**config.mk**
```make
export PLATFORM = sky130hd
export DESIGN_NAME = spiHost
export DESIGN_NICKNAME = d
export VERILOG_FILES = /design/src/common/spiPkg.sv /design/src/spi/spiCsr.sv /design/src/spi/spiSequencer.sv /design/src/spi/spiClkGen.sv /design/src/spi/spiShifter.sv /design/src/logic/spiHost.sv
export SDC_FILE = /design/constraint.sdc
export NUM_CORES = 1
export LEC_CHECK = 0
export ABC_CLOCK_PERIOD_IN_PS = 7300
export BUFFER_PORTS_ARGS = -buffer_cell sky130_fd_sc_hd__buf_2
export CORE_MARGIN = 5
export CORE_UTILIZATION = 58
export CTS_CLUSTER_DIAMETER = 150
export DETAILED_ROUTE_END_ITERATION = 12
export PLACE_DENSITY = 0.85
export SYNTH_ARGS = -nofsm -noshare
export SYNTH_HDL_FRONTEND = slang
export SYNTH_HIERARCHICAL = 1
export SYNTH_SLANG_ARGS = --single-unit
export TNS_END_PERCENT = 20
```
**constraint.sdc**
```tcl
create_clock -name iSCLK -period 7.3 [get_ports iSCLK]
set_input_delay 0.73 -clock iSCLK [delete_from_list [all_inputs] [get_ports iSCLK]]
set_output_delay 0.73 -clock iSCLK [all_outputs]
set_load 0.05 [all_outputs]
```
**src/common/spiPkg.sv**
```systemverilog
//--------------------
// Shared constants for the SPI master block
// Offsets are 8 bit, matched against the low address field
// Receive data sits apart from the write registers at 0x80
//--------------------
package spiPkg;

	//--------------------
	// Data widths
	//--------------------
	// One SPI word, MSB first on the wire
	localparam int cDataWidth = 8;

	// USI read and write data word
	localparam int cUsiDataWidth = 32;

	// Bit counter inside the sequencer
	// Wide enough for eight bit positions
	localparam int cBitCntWidth = 3;

	//--------------------
	// Register offsets
	//--------------------
	// Enable, bit 0 only, cleared by the end of transfer
	localparam logic [7:0] cOfsEn = 8'h00;

	// SCK divider, half period is value plus one
	localparam logic [7:0] cOfsDiv = 8'h04;

	// Transmit byte
	localparam logic [7:0] cOfsTxd = 8'h08;

	// Chip select level, driven straight to the pin
	localparam logic [7:0] cOfsCs = 8'h0C;

	// Last received byte, read only
	localparam logic [7:0] cOfsRxd = 8'h80;

endpackage

```
**src/spi/spiCsr.sv**
```systemverilog
//--------------------
// Register block on the USI bus
// Writes are single-cycle strobes, no handshake
// Any address in this block returns a read one cycle later
// Unmapped offsets read as zero
// An end-of-transfer pulse wins over a write to enable
//--------------------
`timescale 1ns/1ps

module spiCsr
	import spiPkg::*;
#(
	parameter int                         pBlockAdrsWidth = 8,
	parameter logic [pBlockAdrsWidth-1:0] pAdrsMap        = 'h03,
	parameter int                         pCsrAdrsWidth   = 8,
	parameter int                         pUsiBusWidth    = 32,
	parameter int                         pDivClk         = 16
)(
	input  logic                     iSCLK,
	input  logic                     iSRST,
	// USI write side
	input  logic [cUsiDataWidth-1:0] iSUsiWd,
	input  logic [pUsiBusWidth-1:0]  iSUsiAdrs,
	input  logic                     iSUsiWCke,
	// USI read return
	output logic [cUsiDataWidth-1:0] oSUsiRd,
	output logic                     oSUsiREd,
	// From the sequencer and shifter
	input  logic                     spiIntr,
	input  logic [cDataWidth-1:0]    rxData,
	// Register outputs
	output logic                     spiEn,
	output logic [pDivClk-1:0]       spiDiv,
	output logic [cDataWidth-1:0]    txData,
	output logic                     spiCs
);

	//--------------------
	// Address decode
	//--------------------
	logic                     blockHit;
	logic [pCsrAdrsWidth-1:0] adrsOfs;
	logic                     wrEn;
	logic                     wrDiv;
	logic                     wrTxd;
	logic                     wrCs;
	// Receive byte, follows the shifter every cycle
	logic [cDataWidth-1:0]    rxReg;

	// Upper field selects this block
	assign blockHit = (iSUsiAdrs[pBlockAdrsWidth+pCsrAdrsWidth-1 -: pBlockAdrsWidth] == pAdrsMap);
	assign adrsOfs  = iSUsiAdrs[pCsrAdrsWidth-1:0];

	// Per-register write strobes
	assign wrEn  = iSUsiWCke & blockHit & (adrsOfs == pCsrAdrsWidth'(cOfsEn));
	assign wrDiv = iSUsiWCke & blockHit & (adrsOfs == pCsrAdrsWidth'(cOfsDiv));
	assign wrTxd = iSUsiWCke & blockHit & (adrsOfs == pCsrAdrsWidth'(cOfsTxd));
	assign wrCs  = iSUsiWCke & blockHit & (adrsOfs == pCsrAdrsWidth'(cOfsCs));

	//--------------------
	// Write registers
	//--------------------
	always_ff @(posedge iSCLK)
	begin
		if (iSRST)
		begin
			spiEn  <= 1'b0;
			// Slowest SCK until software sets a divider
			spiDiv <= '1;
			txData <= '0;
			// CS idles deasserted
			spiCs  <= 1'b1;
		end
		else
		begin
			// Interrupt clears enable first
			if (spiIntr)
				spiEn <= 1'b0;
			else if (wrEn)
				spiEn <= iSUsiWd[0];
			if (wrDiv)
				spiDiv <= iSUsiWd[pDivClk-1:0];
			if (wrTxd)
				txData <= iSUsiWd[cDataWidth-1:0];
			if (wrCs)
				spiCs <= iSUsiWd[0];
		end
	end

	// Capture of the shifter output
	always_ff @(posedge iSCLK)
	begin
		rxReg <= rxData;
	end

	//--------------------
	// Read return
	//--------------------
	// Valid strobe one cycle after a block hit
	always_ff @(posedge iSCLK)
	begin
		if (iSRST)
			oSUsiREd <= 1'b0;
		else
			oSUsiREd <= blockHit;
	end

	// Read data, zero extended to the bus word
	always_ff @(posedge iSCLK)
	begin
		if (blockHit)
		begin
			case (adrsOfs)
				pCsrAdrsWidth'(cOfsEn):  oSUsiRd <= cUsiDataWidth'(spiEn);
				pCsrAdrsWidth'(cOfsDiv): oSUsiRd <= cUsiDataWidth'(spiDiv);
				pCsrAdrsWidth'(cOfsTxd): oSUsiRd <= cUsiDataWidth'(txData);
				pCsrAdrsWidth'(cOfsCs):  oSUsiRd <= cUsiDataWidth'(spiCs);
				pCsrAdrsWidth'(cOfsRxd): oSUsiRd <= cUsiDataWidth'(rxReg);
				// Hole in the map
				default:                 oSUsiRd <= '0;
			endcase
		end
	end

endmodule

```
**src/spi/spiSequencer.sv**
```systemverilog
//--------------------
// Transfer control for one 8-bit mode-0 frame
// Starts on the rising edge of enable only
// Adds one load and one done cycle around the SCK run
//--------------------
`timescale 1ns/1ps

module spiSequencer
	import spiPkg::*;
(
	input  logic iSCLK,
	input  logic iSRST,
	input  logic spiEn,
	input  logic sckRise,
	input  logic sckFall,
	output logic clkRun,
	output logic shLoad,
	output logic spiIntr
);

	//--------------------
	// State encoding
	//--------------------
	localparam logic [1:0] stIdle  = 2'd0;
	localparam logic [1:0] stLoad  = 2'd1;
	localparam logic [1:0] stShift = 2'd2;
	localparam logic [1:0] stDone  = 2'd3;

	logic [1:0]              state;
	// Enable delayed by one cycle for edge detect
	logic                    spiEnD;
	logic                    startReq;
	// Rising edges seen so far
	logic [cBitCntWidth-1:0] bitCnt;
	// Set once the eighth rise has gone by
	logic                    lastBit;

	assign startReq = spiEn & ~spiEnD;

	always_ff @(posedge iSCLK)
	begin
		if (iSRST)
			spiEnD <= 1'b0;
		else
			spiEnD <= spiEn;
	end

	//--------------------
	// FSM
	//--------------------
	always_ff @(posedge iSCLK)
	begin
		if (iSRST)
		begin
			state   <= stIdle;
			bitCnt  <= '0;
			lastBit <= 1'b0;
		end
		else
		begin
			case (state)
				stIdle:
				begin
					bitCnt  <= '0;
					lastBit <= 1'b0;
					if (startReq)
						state <= stLoad;
				end
				// Shifter takes the tx byte here
				stLoad:
					state <= stShift;
				stShift:
				begin
					if (sckRise)
					begin
						bitCnt  <= bitCnt + 1'b1;
						lastBit <= (bitCnt == '1);
					end
					// Falling edge after the last bit ends the frame
					if (sckFall && lastBit)
						state <= stDone;
				end
				default:
					state <= stIdle;
			endcase
		end
	end

	// Outputs decoded from state
	assign clkRun  = (state == stShift);
	assign shLoad  = (state == stLoad);
	// One-cycle pulse, also clears enable
	assign spiIntr = (state == stDone);

endmodule

```
**src/spi/spiClkGen.sv**
```systemverilog
//--------------------
// SCK generator, half period is divider plus one cycles
// Divider is latched while idle, so changes wait for the next frame
// Edge pulses are combinational and lead the SCK change
//--------------------
`timescale 1ns/1ps

module spiClkGen #(
	parameter int pDivClk = 16
)(
	input  logic               iSCLK,
	input  logic               iSRST,
	input  logic               clkRun,
	input  logic [pDivClk-1:0] spiDiv,
	output logic               sckRise,
	output logic               sckFall,
	output logic               oSpiSck
);

	//--------------------
	// Divider counter
	//--------------------
	logic [pDivClk-1:0] divCnt;
	// Divider held for the whole frame
	logic [pDivClk-1:0] divLatch;
	logic               sckReg;
	logic               cntExpire;

	assign cntExpire = clkRun & (divCnt == '0);

	always_ff @(posedge iSCLK)
	begin
		if (iSRST)
		begin
			divCnt   <= '1;
			divLatch <= '1;
			sckReg   <= 1'b0;
		end
		else if (!clkRun)
		begin
			// Idle, park SCK low and track the register
			divCnt   <= spiDiv;
			divLatch <= spiDiv;
			sckReg   <= 1'b0;
		end
		else if (cntExpire)
		begin
			sckReg <= ~sckReg;
			divCnt <= divLatch;
		end
		else
			divCnt <= divCnt - 1'b1;
	end

	// Edge pulses, one cycle ahead of the pin
	assign sckRise = cntExpire & ~sckReg;
	assign sckFall = cntExpire & sckReg;
	assign oSpiSck = sckReg;

endmodule

```
**src/spi/spiShifter.sv**
```systemverilog
//--------------------
// MOSI and MISO shift registers, MSB first
// Loaded by the sequencer, stepped by the SCK edge pulses
// MOSI idles low once all bits have shifted out
//--------------------
`timescale 1ns/1ps

module spiShifter
	import spiPkg::*;
(
	input  logic                  iSCLK,
	input  logic                  iSRST,
	input  logic                  shLoad,
	input  logic                  sckRise,
	input  logic                  sckFall,
	input  logic [cDataWidth-1:0] txData,
	input  logic                  iSpiMiso,
	output logic                  oSpiMosi,
	output logic [cDataWidth-1:0] rxData
);

	//--------------------
	// Transmit side
	//--------------------
	logic [cDataWidth-1:0] txShift;
	logic [cDataWidth-1:0] rxShift;

	always_ff @(posedge iSCLK)
	begin
		if (iSRST)
			txShift <= '0;
		else if (shLoad)
			txShift <= txData;
		else if (sckFall)
			// Next bit out, zero fill behind it
			txShift <= {txShift[cDataWidth-2:0], 1'b0};
	end

	// MSB is always on the pin
	assign oSpiMosi = txShift[cDataWidth-1];

	//--------------------
	// Receive side
	//--------------------
	// Sample just before SCK rises, MISO is stable then
	always_ff @(posedge iSCLK)
	begin
		if (iSRST)
			rxShift <= '0;
		else if (sckRise)
			rxShift <= {rxShift[cDataWidth-2:0], iSpiMiso};
	end

	assign rxData = rxShift;

endmodule

```
**src/logic/spiHost.sv**
```systemverilog
//--------------------
// SPI master top, USI register bus to SPI pins
// CS is software driven through its register
// One byte per enable write, mode 0 only
//--------------------
`timescale 1ns/1ps

module spiHost
	import spiPkg::*;
#(
	parameter int                         pBlockAdrsWidth = 8,
	parameter logic [pBlockAdrsWidth-1:0] pAdrsMap        = 'h03,
	parameter int                         pCsrAdrsWidth   = 8,
	parameter int                         pUsiBusWidth    = 32,
	parameter int                         pDivClk         = 16
)(
	input  logic                     iSCLK,
	input  logic                     iSRST,
	input  logic [cUsiDataWidth-1:0] iSUsiWd,
	input  logic [pUsiBusWidth-1:0]  iSUsiAdrs,
	input  logic                     iSUsiWCke,
	input  logic                     iSpiMiso,
	output logic [cUsiDataWidth-1:0] oSUsiRd,
	output logic                     oSUsiREd,
	output logic                     oSpiSck,
	output logic                     oSpiMosi,
	output logic                     oSpiCs,
	output logic                     oSpiIntr
);

	//--------------------
	// Internal wiring
	//--------------------
	logic                  spiEn;
	logic [pDivClk-1:0]    spiDiv;
	logic [cDataWidth-1:0] txData;
	logic [cDataWidth-1:0] rxData;
	logic                  spiIntr;
	logic                  clkRun;
	logic                  shLoad;
	logic                  sckRise;
	logic                  sckFall;

	// Registers and bus decode
	spiCsr #(
		.pBlockAdrsWidth (pBlockAdrsWidth),
		.pAdrsMap        (pAdrsMap),
		.pCsrAdrsWidth   (pCsrAdrsWidth),
		.pUsiBusWidth    (pUsiBusWidth),
		.pDivClk         (pDivClk)
	) u_spiCsr (
		.iSCLK     (iSCLK),
		.iSRST     (iSRST),
		.iSUsiWd   (iSUsiWd),
		.iSUsiAdrs (iSUsiAdrs),
		.iSUsiWCke (iSUsiWCke),
		.oSUsiRd   (oSUsiRd),
		.oSUsiREd  (oSUsiREd),
		.spiIntr   (spiIntr),
		.rxData    (rxData),
		.spiEn     (spiEn),
		.spiDiv    (spiDiv),
		.txData    (txData),
		.spiCs     (oSpiCs)
	);

	// Frame control
	spiSequencer u_spiSequencer (
		.iSCLK   (iSCLK),
		.iSRST   (iSRST),
		.spiEn   (spiEn),
		.sckRise (sckRise),
		.sckFall (sckFall),
		.clkRun  (clkRun),
		.shLoad  (shLoad),
		.spiIntr (spiIntr)
	);

	// SCK and its edge pulses
	spiClkGen #(
		.pDivClk (pDivClk)
	) u_spiClkGen (
		.iSCLK   (iSCLK),
		.iSRST   (iSRST),
		.clkRun  (clkRun),
		.spiDiv  (spiDiv),
		.sckRise (sckRise),
		.sckFall (sckFall),
		.oSpiSck (oSpiSck)
	);

	// Data path
	spiShifter u_spiShifter (
		.iSCLK    (iSCLK),
		.iSRST    (iSRST),
		.shLoad   (shLoad),
		.sckRise  (sckRise),
		.sckFall  (sckFall),
		.txData   (txData),
		.iSpiMiso (iSpiMiso),
		.oSpiMosi (oSpiMosi),
		.rxData   (rxData)
	);

	assign oSpiIntr = spiIntr;

endmodule

```
Word level (Yosys, flattened, before mapping)

Cells that the tools add are included.

Add/sub/neg operators: 2
Equal/unequal tests: 12
Multiplexer cells: 12
Bitwise operators: 12
Reduce and logical (&&, ||, !) cells: 10

Operators with widths:

| operator              | count |
|---|---|
| $pmux 16 s5           | 1 |
| $mux 16               | 2 |
| $eq 8x4->1 const B    | 2 |
| $logic_not 16->1      | 1 |
| $mux 8                | 2 |
| $sub 16x1->16 const B | 1 |
| $and 1x1->1           | 9 |
| $eq 8x2->1 const B    | 1 |
| $eq 8x3->1 const B    | 1 |
| $eq 8x8->1 const B    | 1 |
| $logic_not 8->1       | 1 |
| $pmux 2 s3            | 1 |
| $pmux 3 s2            | 1 |
| $eq 2x2->1 const B    | 2 |
| $mux 2                | 2 |
| $ne 2x2->1 const B    | 2 |
| $reduce_and 2->1      | 2 |
| $reduce_bool 2->1     | 2 |
| $reduce_or 2->1       | 2 |
| $add 3x1->3 const B   | 1 |
| $eq 3x3->1 const B    | 1 |
| $mux 3                | 1 |
| $not 1->1             | 3 |
| $eq 2x1->1 const B    | 1 |
| other kinds (5)       | 5 |

Flip-flop bits (word level): 123
Input bits: 68
Output and inout port bits: 37
Word-level logic and storage cells: 64

Logic depth before layout (Yosys ltp)

Depth after elaboration: 6
Gate-level depth with buffers: 11
Gate-level depth less buffers: 9

Modules after synthesis

Netlist, hierarchy kept.

By module, submodules not included:

| module       | instances | cells each | area each (sq um) | sequential area each (sq um) |
|---|---|---|---|---|
| spiCsr       | 1         | 210        | 2162.1            | 1181.1 |
| spiClkGen    | 1         | 172        | 1435.1            | 660.6 |
| spiShifter   | 1         | 61         | 653.1             | 320.3 |
| spiSequencer | 1         | 40         | 439.2             | 140.1 |

Worst setup path after synthesis

No wires, ideal clock.

Path kind: register to register
Start: register u_spiClkGen.divCnt[0]
End: register u_spiShifter.rxShift[0], in the netlist u_spiShifter/rxData[0]
Setup time: 114 ps
Arrival time: 2757 ps
Data required time: 7186 ps
Slack: 4429 ps
Cell stages (with the launch flop): 12
Path buffers: 3
Period minus slack after synthesis: 2871 ps
Cell sequence: dfxtp_1 -> inv_1 -> ha_1 -> nor3b_1 -> nand2_2 -> or3_1 -> buf_6 -> buf_6 -> nor3_1 -> buf_2 -> mux2i_1 -> nor2_1

Word-level cells in the longest chain between the ends: 3

RTL lines:

| element                | RTL line         | source |
|---|---|---|
| start, declared        | spiClkGen.sv:23  | `logic [pDivClk-1:0] divCnt;` |
| start signal, assigned | spiClkGen.sv:42  | `divCnt <= spiDiv;` |
| start signal, assigned | spiClkGen.sv:49  | `divCnt <= divLatch;` |
| start signal, assigned | spiClkGen.sv:52  | `divCnt <= divCnt - 1'b1;` |
| $logic_not 16->1       | spiClkGen.sv:29  | `assign cntExpire = clkRun & (divCnt == '0);` |
| $and 1x1->1            | spiClkGen.sv:29  |  |
| $and 1x1->1            | spiClkGen.sv:56  | `assign sckRise = cntExpire & ~sckReg;` |
| named net sckRise      | spiHost.sv:41    | `logic sckRise;` |
| end signal, assigned   | spiShifter.sv:51 | `rxShift <= {rxShift[cDataWidth-2:0], iSpiMiso};` |
| end, declared          | spiShifter.sv:26 | `logic [cDataWidth-1:0] rxShift;` |

The timed path passes the listed nets, and every way through them passes these cells.
A chain may end at the register's enable or synchronous reset.

Worst setup path after layout

Start: register u_spiClkGen.divCnt[0]
End: register u_spiSequencer.state[0]

Word-level cells in the longest chain between the ends: 6

RTL lines:

| element                           | RTL line           | source |
|---|---|---|
| $logic_not 16->1                  | spiClkGen.sv:29    |  |
| $and 1x1->1                       | spiClkGen.sv:29    |  |
| $and 1x1->1                       | spiClkGen.sv:57    | `assign sckFall = cntExpire & sckReg;` |
| named net sckFall                 | spiHost.sv:42      | `logic sckFall;` |
| $logic_and 1x1->1                 | spiSequencer.sv:80 | `if (sckFall && lastBit)` |
| $ne 2x2->1 (no source line)       | -                  |  |
| $reduce_and 2->1 (no source line) | -                  |  |
| end signal, assigned              | spiSequencer.sv:71 | `state <= stShift;` |
| end signal, assigned              | spiSequencer.sv:81 | `state <= stDone;` |
| end signal, assigned              | spiSequencer.sv:84 | `state <= stIdle;` |
| end, declared                     | spiSequencer.sv:29 | `logic [1:0] state;` |

The timed path passes the listed nets, and every way through them passes these cells.

==> impl_metrics.toml <==
[critical_path]
rrSetupSlack_ps = 3960
worstPathMaxFanout = 9
startpoint_type = "flop"
criticalPathCategory = "reg -> reg"
worstPathArrival_ps = 3610
timing.rr.start = "u_spiClkGen/divCnt[0]"
reg2reg_depth = 9
r2r_end = "u_spiSequencer/state[0]"
critPathCaptureType = "flop"
required_ps = 7560

[place]
port_buffers = 56
place_hpwl_um = 6620
place_ws_ps = 4090
gp_congestion = 0.808

[status]
outcome = "complete, no violations"

[route]
first_pass_iters = 5
vias = 3469
wl_per_cell_um = 14.8
vias_per_cell = 5.48
drcViolationCount = 0
drtAntennaViolNets = 0
wl_um = 9400
dr.first_iter.drc_count = 221

[cts]
clock_latency_ps = 360
path_clk_slew_ps = 100
cts_resized = 0
holdBufCountCts = 0
cts_buffer_depth = 2
cts_root_buf = "clkbuf_8"
cts_setup_buffers = 0
cts_buffers = 9
cts_sinks = 107
cts_tree = "yes"
h-tree-depth = 3

[timing]
setup_viol = 0
hold_viol = 0
final.setup.tns_ps = 0
fin_crit_ps = 3340
skew_ps = 7.54
worst_pin_slew_ps = 886
drv_slew = 0
slew_headroom = 0.404
max_freq_mhz = 299
fin_crit_sh = 0.458
rsz0062_at_grt = "false"
setup_ws_ps = 3960

[synth]
yosys.area.top_type_share = 0.388
yosys_most_used_dff = "dfxtp_1"
syn-cell-area_um2 = 4690
ys_warn_count = 6
seq_area_frac_synth = 0.491
synth_edf_count = 16
ys_seq_elements = 107
netlist_top_cells_area = "dfxtp_1 (39%), edfxtp_1 (10%), mux2i_1 (7.9%), nor2_1 (4.6%), nand2_1 (4.4%)"
yosysUniqueCellTypes = 61
syn_inst = 483
yosys.area.top_type = "dfxtp_1"
async_flop_share = 0
avgSynthCellArea_um2 = 9.71

[final_layout]
syn_to_final_growth_pct = 8.86
fin_util = 0.654
layout_common_cells = "dfxtp_1 (91), nor2_1 (57), buf_2 (56), nand2_1 (55), mux2i_1 (37)"
insertedDiodeCount = 0
final_common_cell = "dfxtp_1"
n_fill_cell = 646
layout-drive-gt1-share = 0.168
fin_nets = 603

[floorplanning]
core.rowCount = 32
start_util = 0.601
pin_count = 105
die_h_um = 99.9
die_w_um = 99.9
dieArea_um2 = 9980
core_um2 = 7810

[power]
ir_drop_mv = 0.122
pwr_density_cell_nw_per_um2 = 213
leakagePower_nw = 1.84

[hold_path]
hold-path-cell-count = 0
holdCritPathClass = "reg -> reg"
whs_endpoint = "u_spiCsr/rxReg[7]"
hp-start = "u_spiShifter/rxData[7]"

[grt]
grt_pass1_wl_um = 15700
grt_overflow = 0
first_global_vias = 3310
grt_use_total = 0.195
grt_max_degree = 86
antenna_found_initial = 0

[run]
maxCapViolCount = 0
## worst max-delay path, cell delays in order, from the launching register on
cell,delay (ps)
dfxtp_1,330
inv_1,90
ha_1,190
nor3b_1,580
nand2_2,240
nor3_2,510
and3_1,620
nand2_1,180
a22oi_4,180
mux2_4,310
## worst max path at each step
stage	end	slack [ps]	startpoint	depth (start not counted)
after global routing	u_spiSequencer/state[0]	3800	u_spiClkGen/divCnt[0]	9
after detailed placement	u_spiSequencer/state[0]	4090	u_spiClkGen/divCnt[0]	9
after CTS	u_spiSequencer/state[0]	4040	u_spiClkGen/divCnt[0]	9
after floorplan	u_spiShifter/rxData[0]	4430	u_spiClkGen/divCnt[0]	11
after global placement	u_spiSequencer/state[0]	4170	u_spiClkGen/divCnt[0]	9
final	u_spiSequencer/state[0]	3960	u_spiClkGen/divCnt[0]	9
## cell type report
type	instances	area (um^2)	share of cell area
sequential	107	2300	0.451
clock inverter	5	78.8	0.0154
timing repair buffer	59	303	0.0593
inverter	7	26.3	0.00515
multi-input combinational	342	2140	0.418
clock buffer	11	131	0.0257
tap	102	128	0.0250
## per-stage QoR
step	hold slack, ps	area (um^2)	total power (W)	instances
2_1_floorplan	330	4750	0.000703	498
3_3_place_gp	340	4890	0.000715	617
3_5_place_dp	342	4890	0.000718	617
4_1_cts	361	5100	0.00110	633
5_1_grt	378	5100	0.00113	633
6_report	359	5100	0.00109	633
## cell families (layout without fill, tap and decap cells)
group	count (synthesis)	in the layout	synth area share
AO/OA/AOI/OAI	83	83	0.114
XOR/XNOR	11	11	0.0205
adder cells (fa/ha/maj)	9	9	0.0240
buffers and inverters	49	82	0.0667
flip-flops	107	107	0.491
multiplexers	39	39	0.0870
other	1	16	0.000800
AND/OR/NAND/NOR	184	184	0.196
## where the power goes
| group | switching, W | internal [W] | total (W) | leakage (nW) |
|---|---|---|---|---|
| Sequential | 0.00000673 | 0.000606 | 0.000613 | 0.848 |
| Clock | 0.000192 | 0.000192 | 0.000384 | 0.0972 |
| Combinational | 0.0000603 | 0.0000325 | 0.0000928 | 0.893 |
| Total | 0.000259 | 0.000831 | 0.00109 | 1.84 |
## cells in the mapped netlist, types with 2 or more instances
master	n
a211oi_1	8
nor2b_1	11
a21oi_2	2
buf_6	4
a21oi_1	24
buf_2	3
and3_1	2
a32oi_1	3
edfxtp_1	16
nor4_1	5
a22oi_1	6
buf_4	18
nand3_1	12
nand4_1	3
o21ai_0	24
dfxtp_1	91
nor2_1	57
xor2_1	2
o21ai_1	2
nor3_1	7
ha_1	9
and2_1	10
inv_1	7
clkbuf_1	15
nand2b_1	4
o31a_1	2
nand2_1	55
mux2i_1	37
xnor2_1	9
nor3b_1	2
o211ai_1	3
## per-layer routing
| layer | up-vias | track usage | routed length [um] |
|---|---|---|---|
| met1 | 1647 | 0.246 | 4240 |
| met5 | - | 0 | 0 |
| met3 | 6 | 0.0493 | 488 |
| li1 | 1729 | - | - |
| met4 | 0 | 0.0588 | 95 |
| met2 | 87 | 0.328 | 4580 |
## sequential cells by signal (all words and copies together), names as in the netlist
signal                  cells
u_spiClkGen/divCnt         16
u_spiClkGen/divLatch       16
u_spiCsr/oSUsiRd           16
u_spiCsr/spiDiv            16
u_spiCsr/rxReg              8
u_spiCsr/txData             8
u_spiShifter/rxData         8
u_spiShifter/txShift        8
u_spiSequencer/bitCnt       3
u_spiSequencer/state        2
u_spiClkGen/oSpiSck         1
u_spiCsr/oSUsiREd           1
u_spiCsr/spiCs              1
u_spiCsr/spiEn              1
u_spiSequencer/lastBit      1
u_spiSequencer/spiEnD       1
Power figures use the tool's default switching activity.
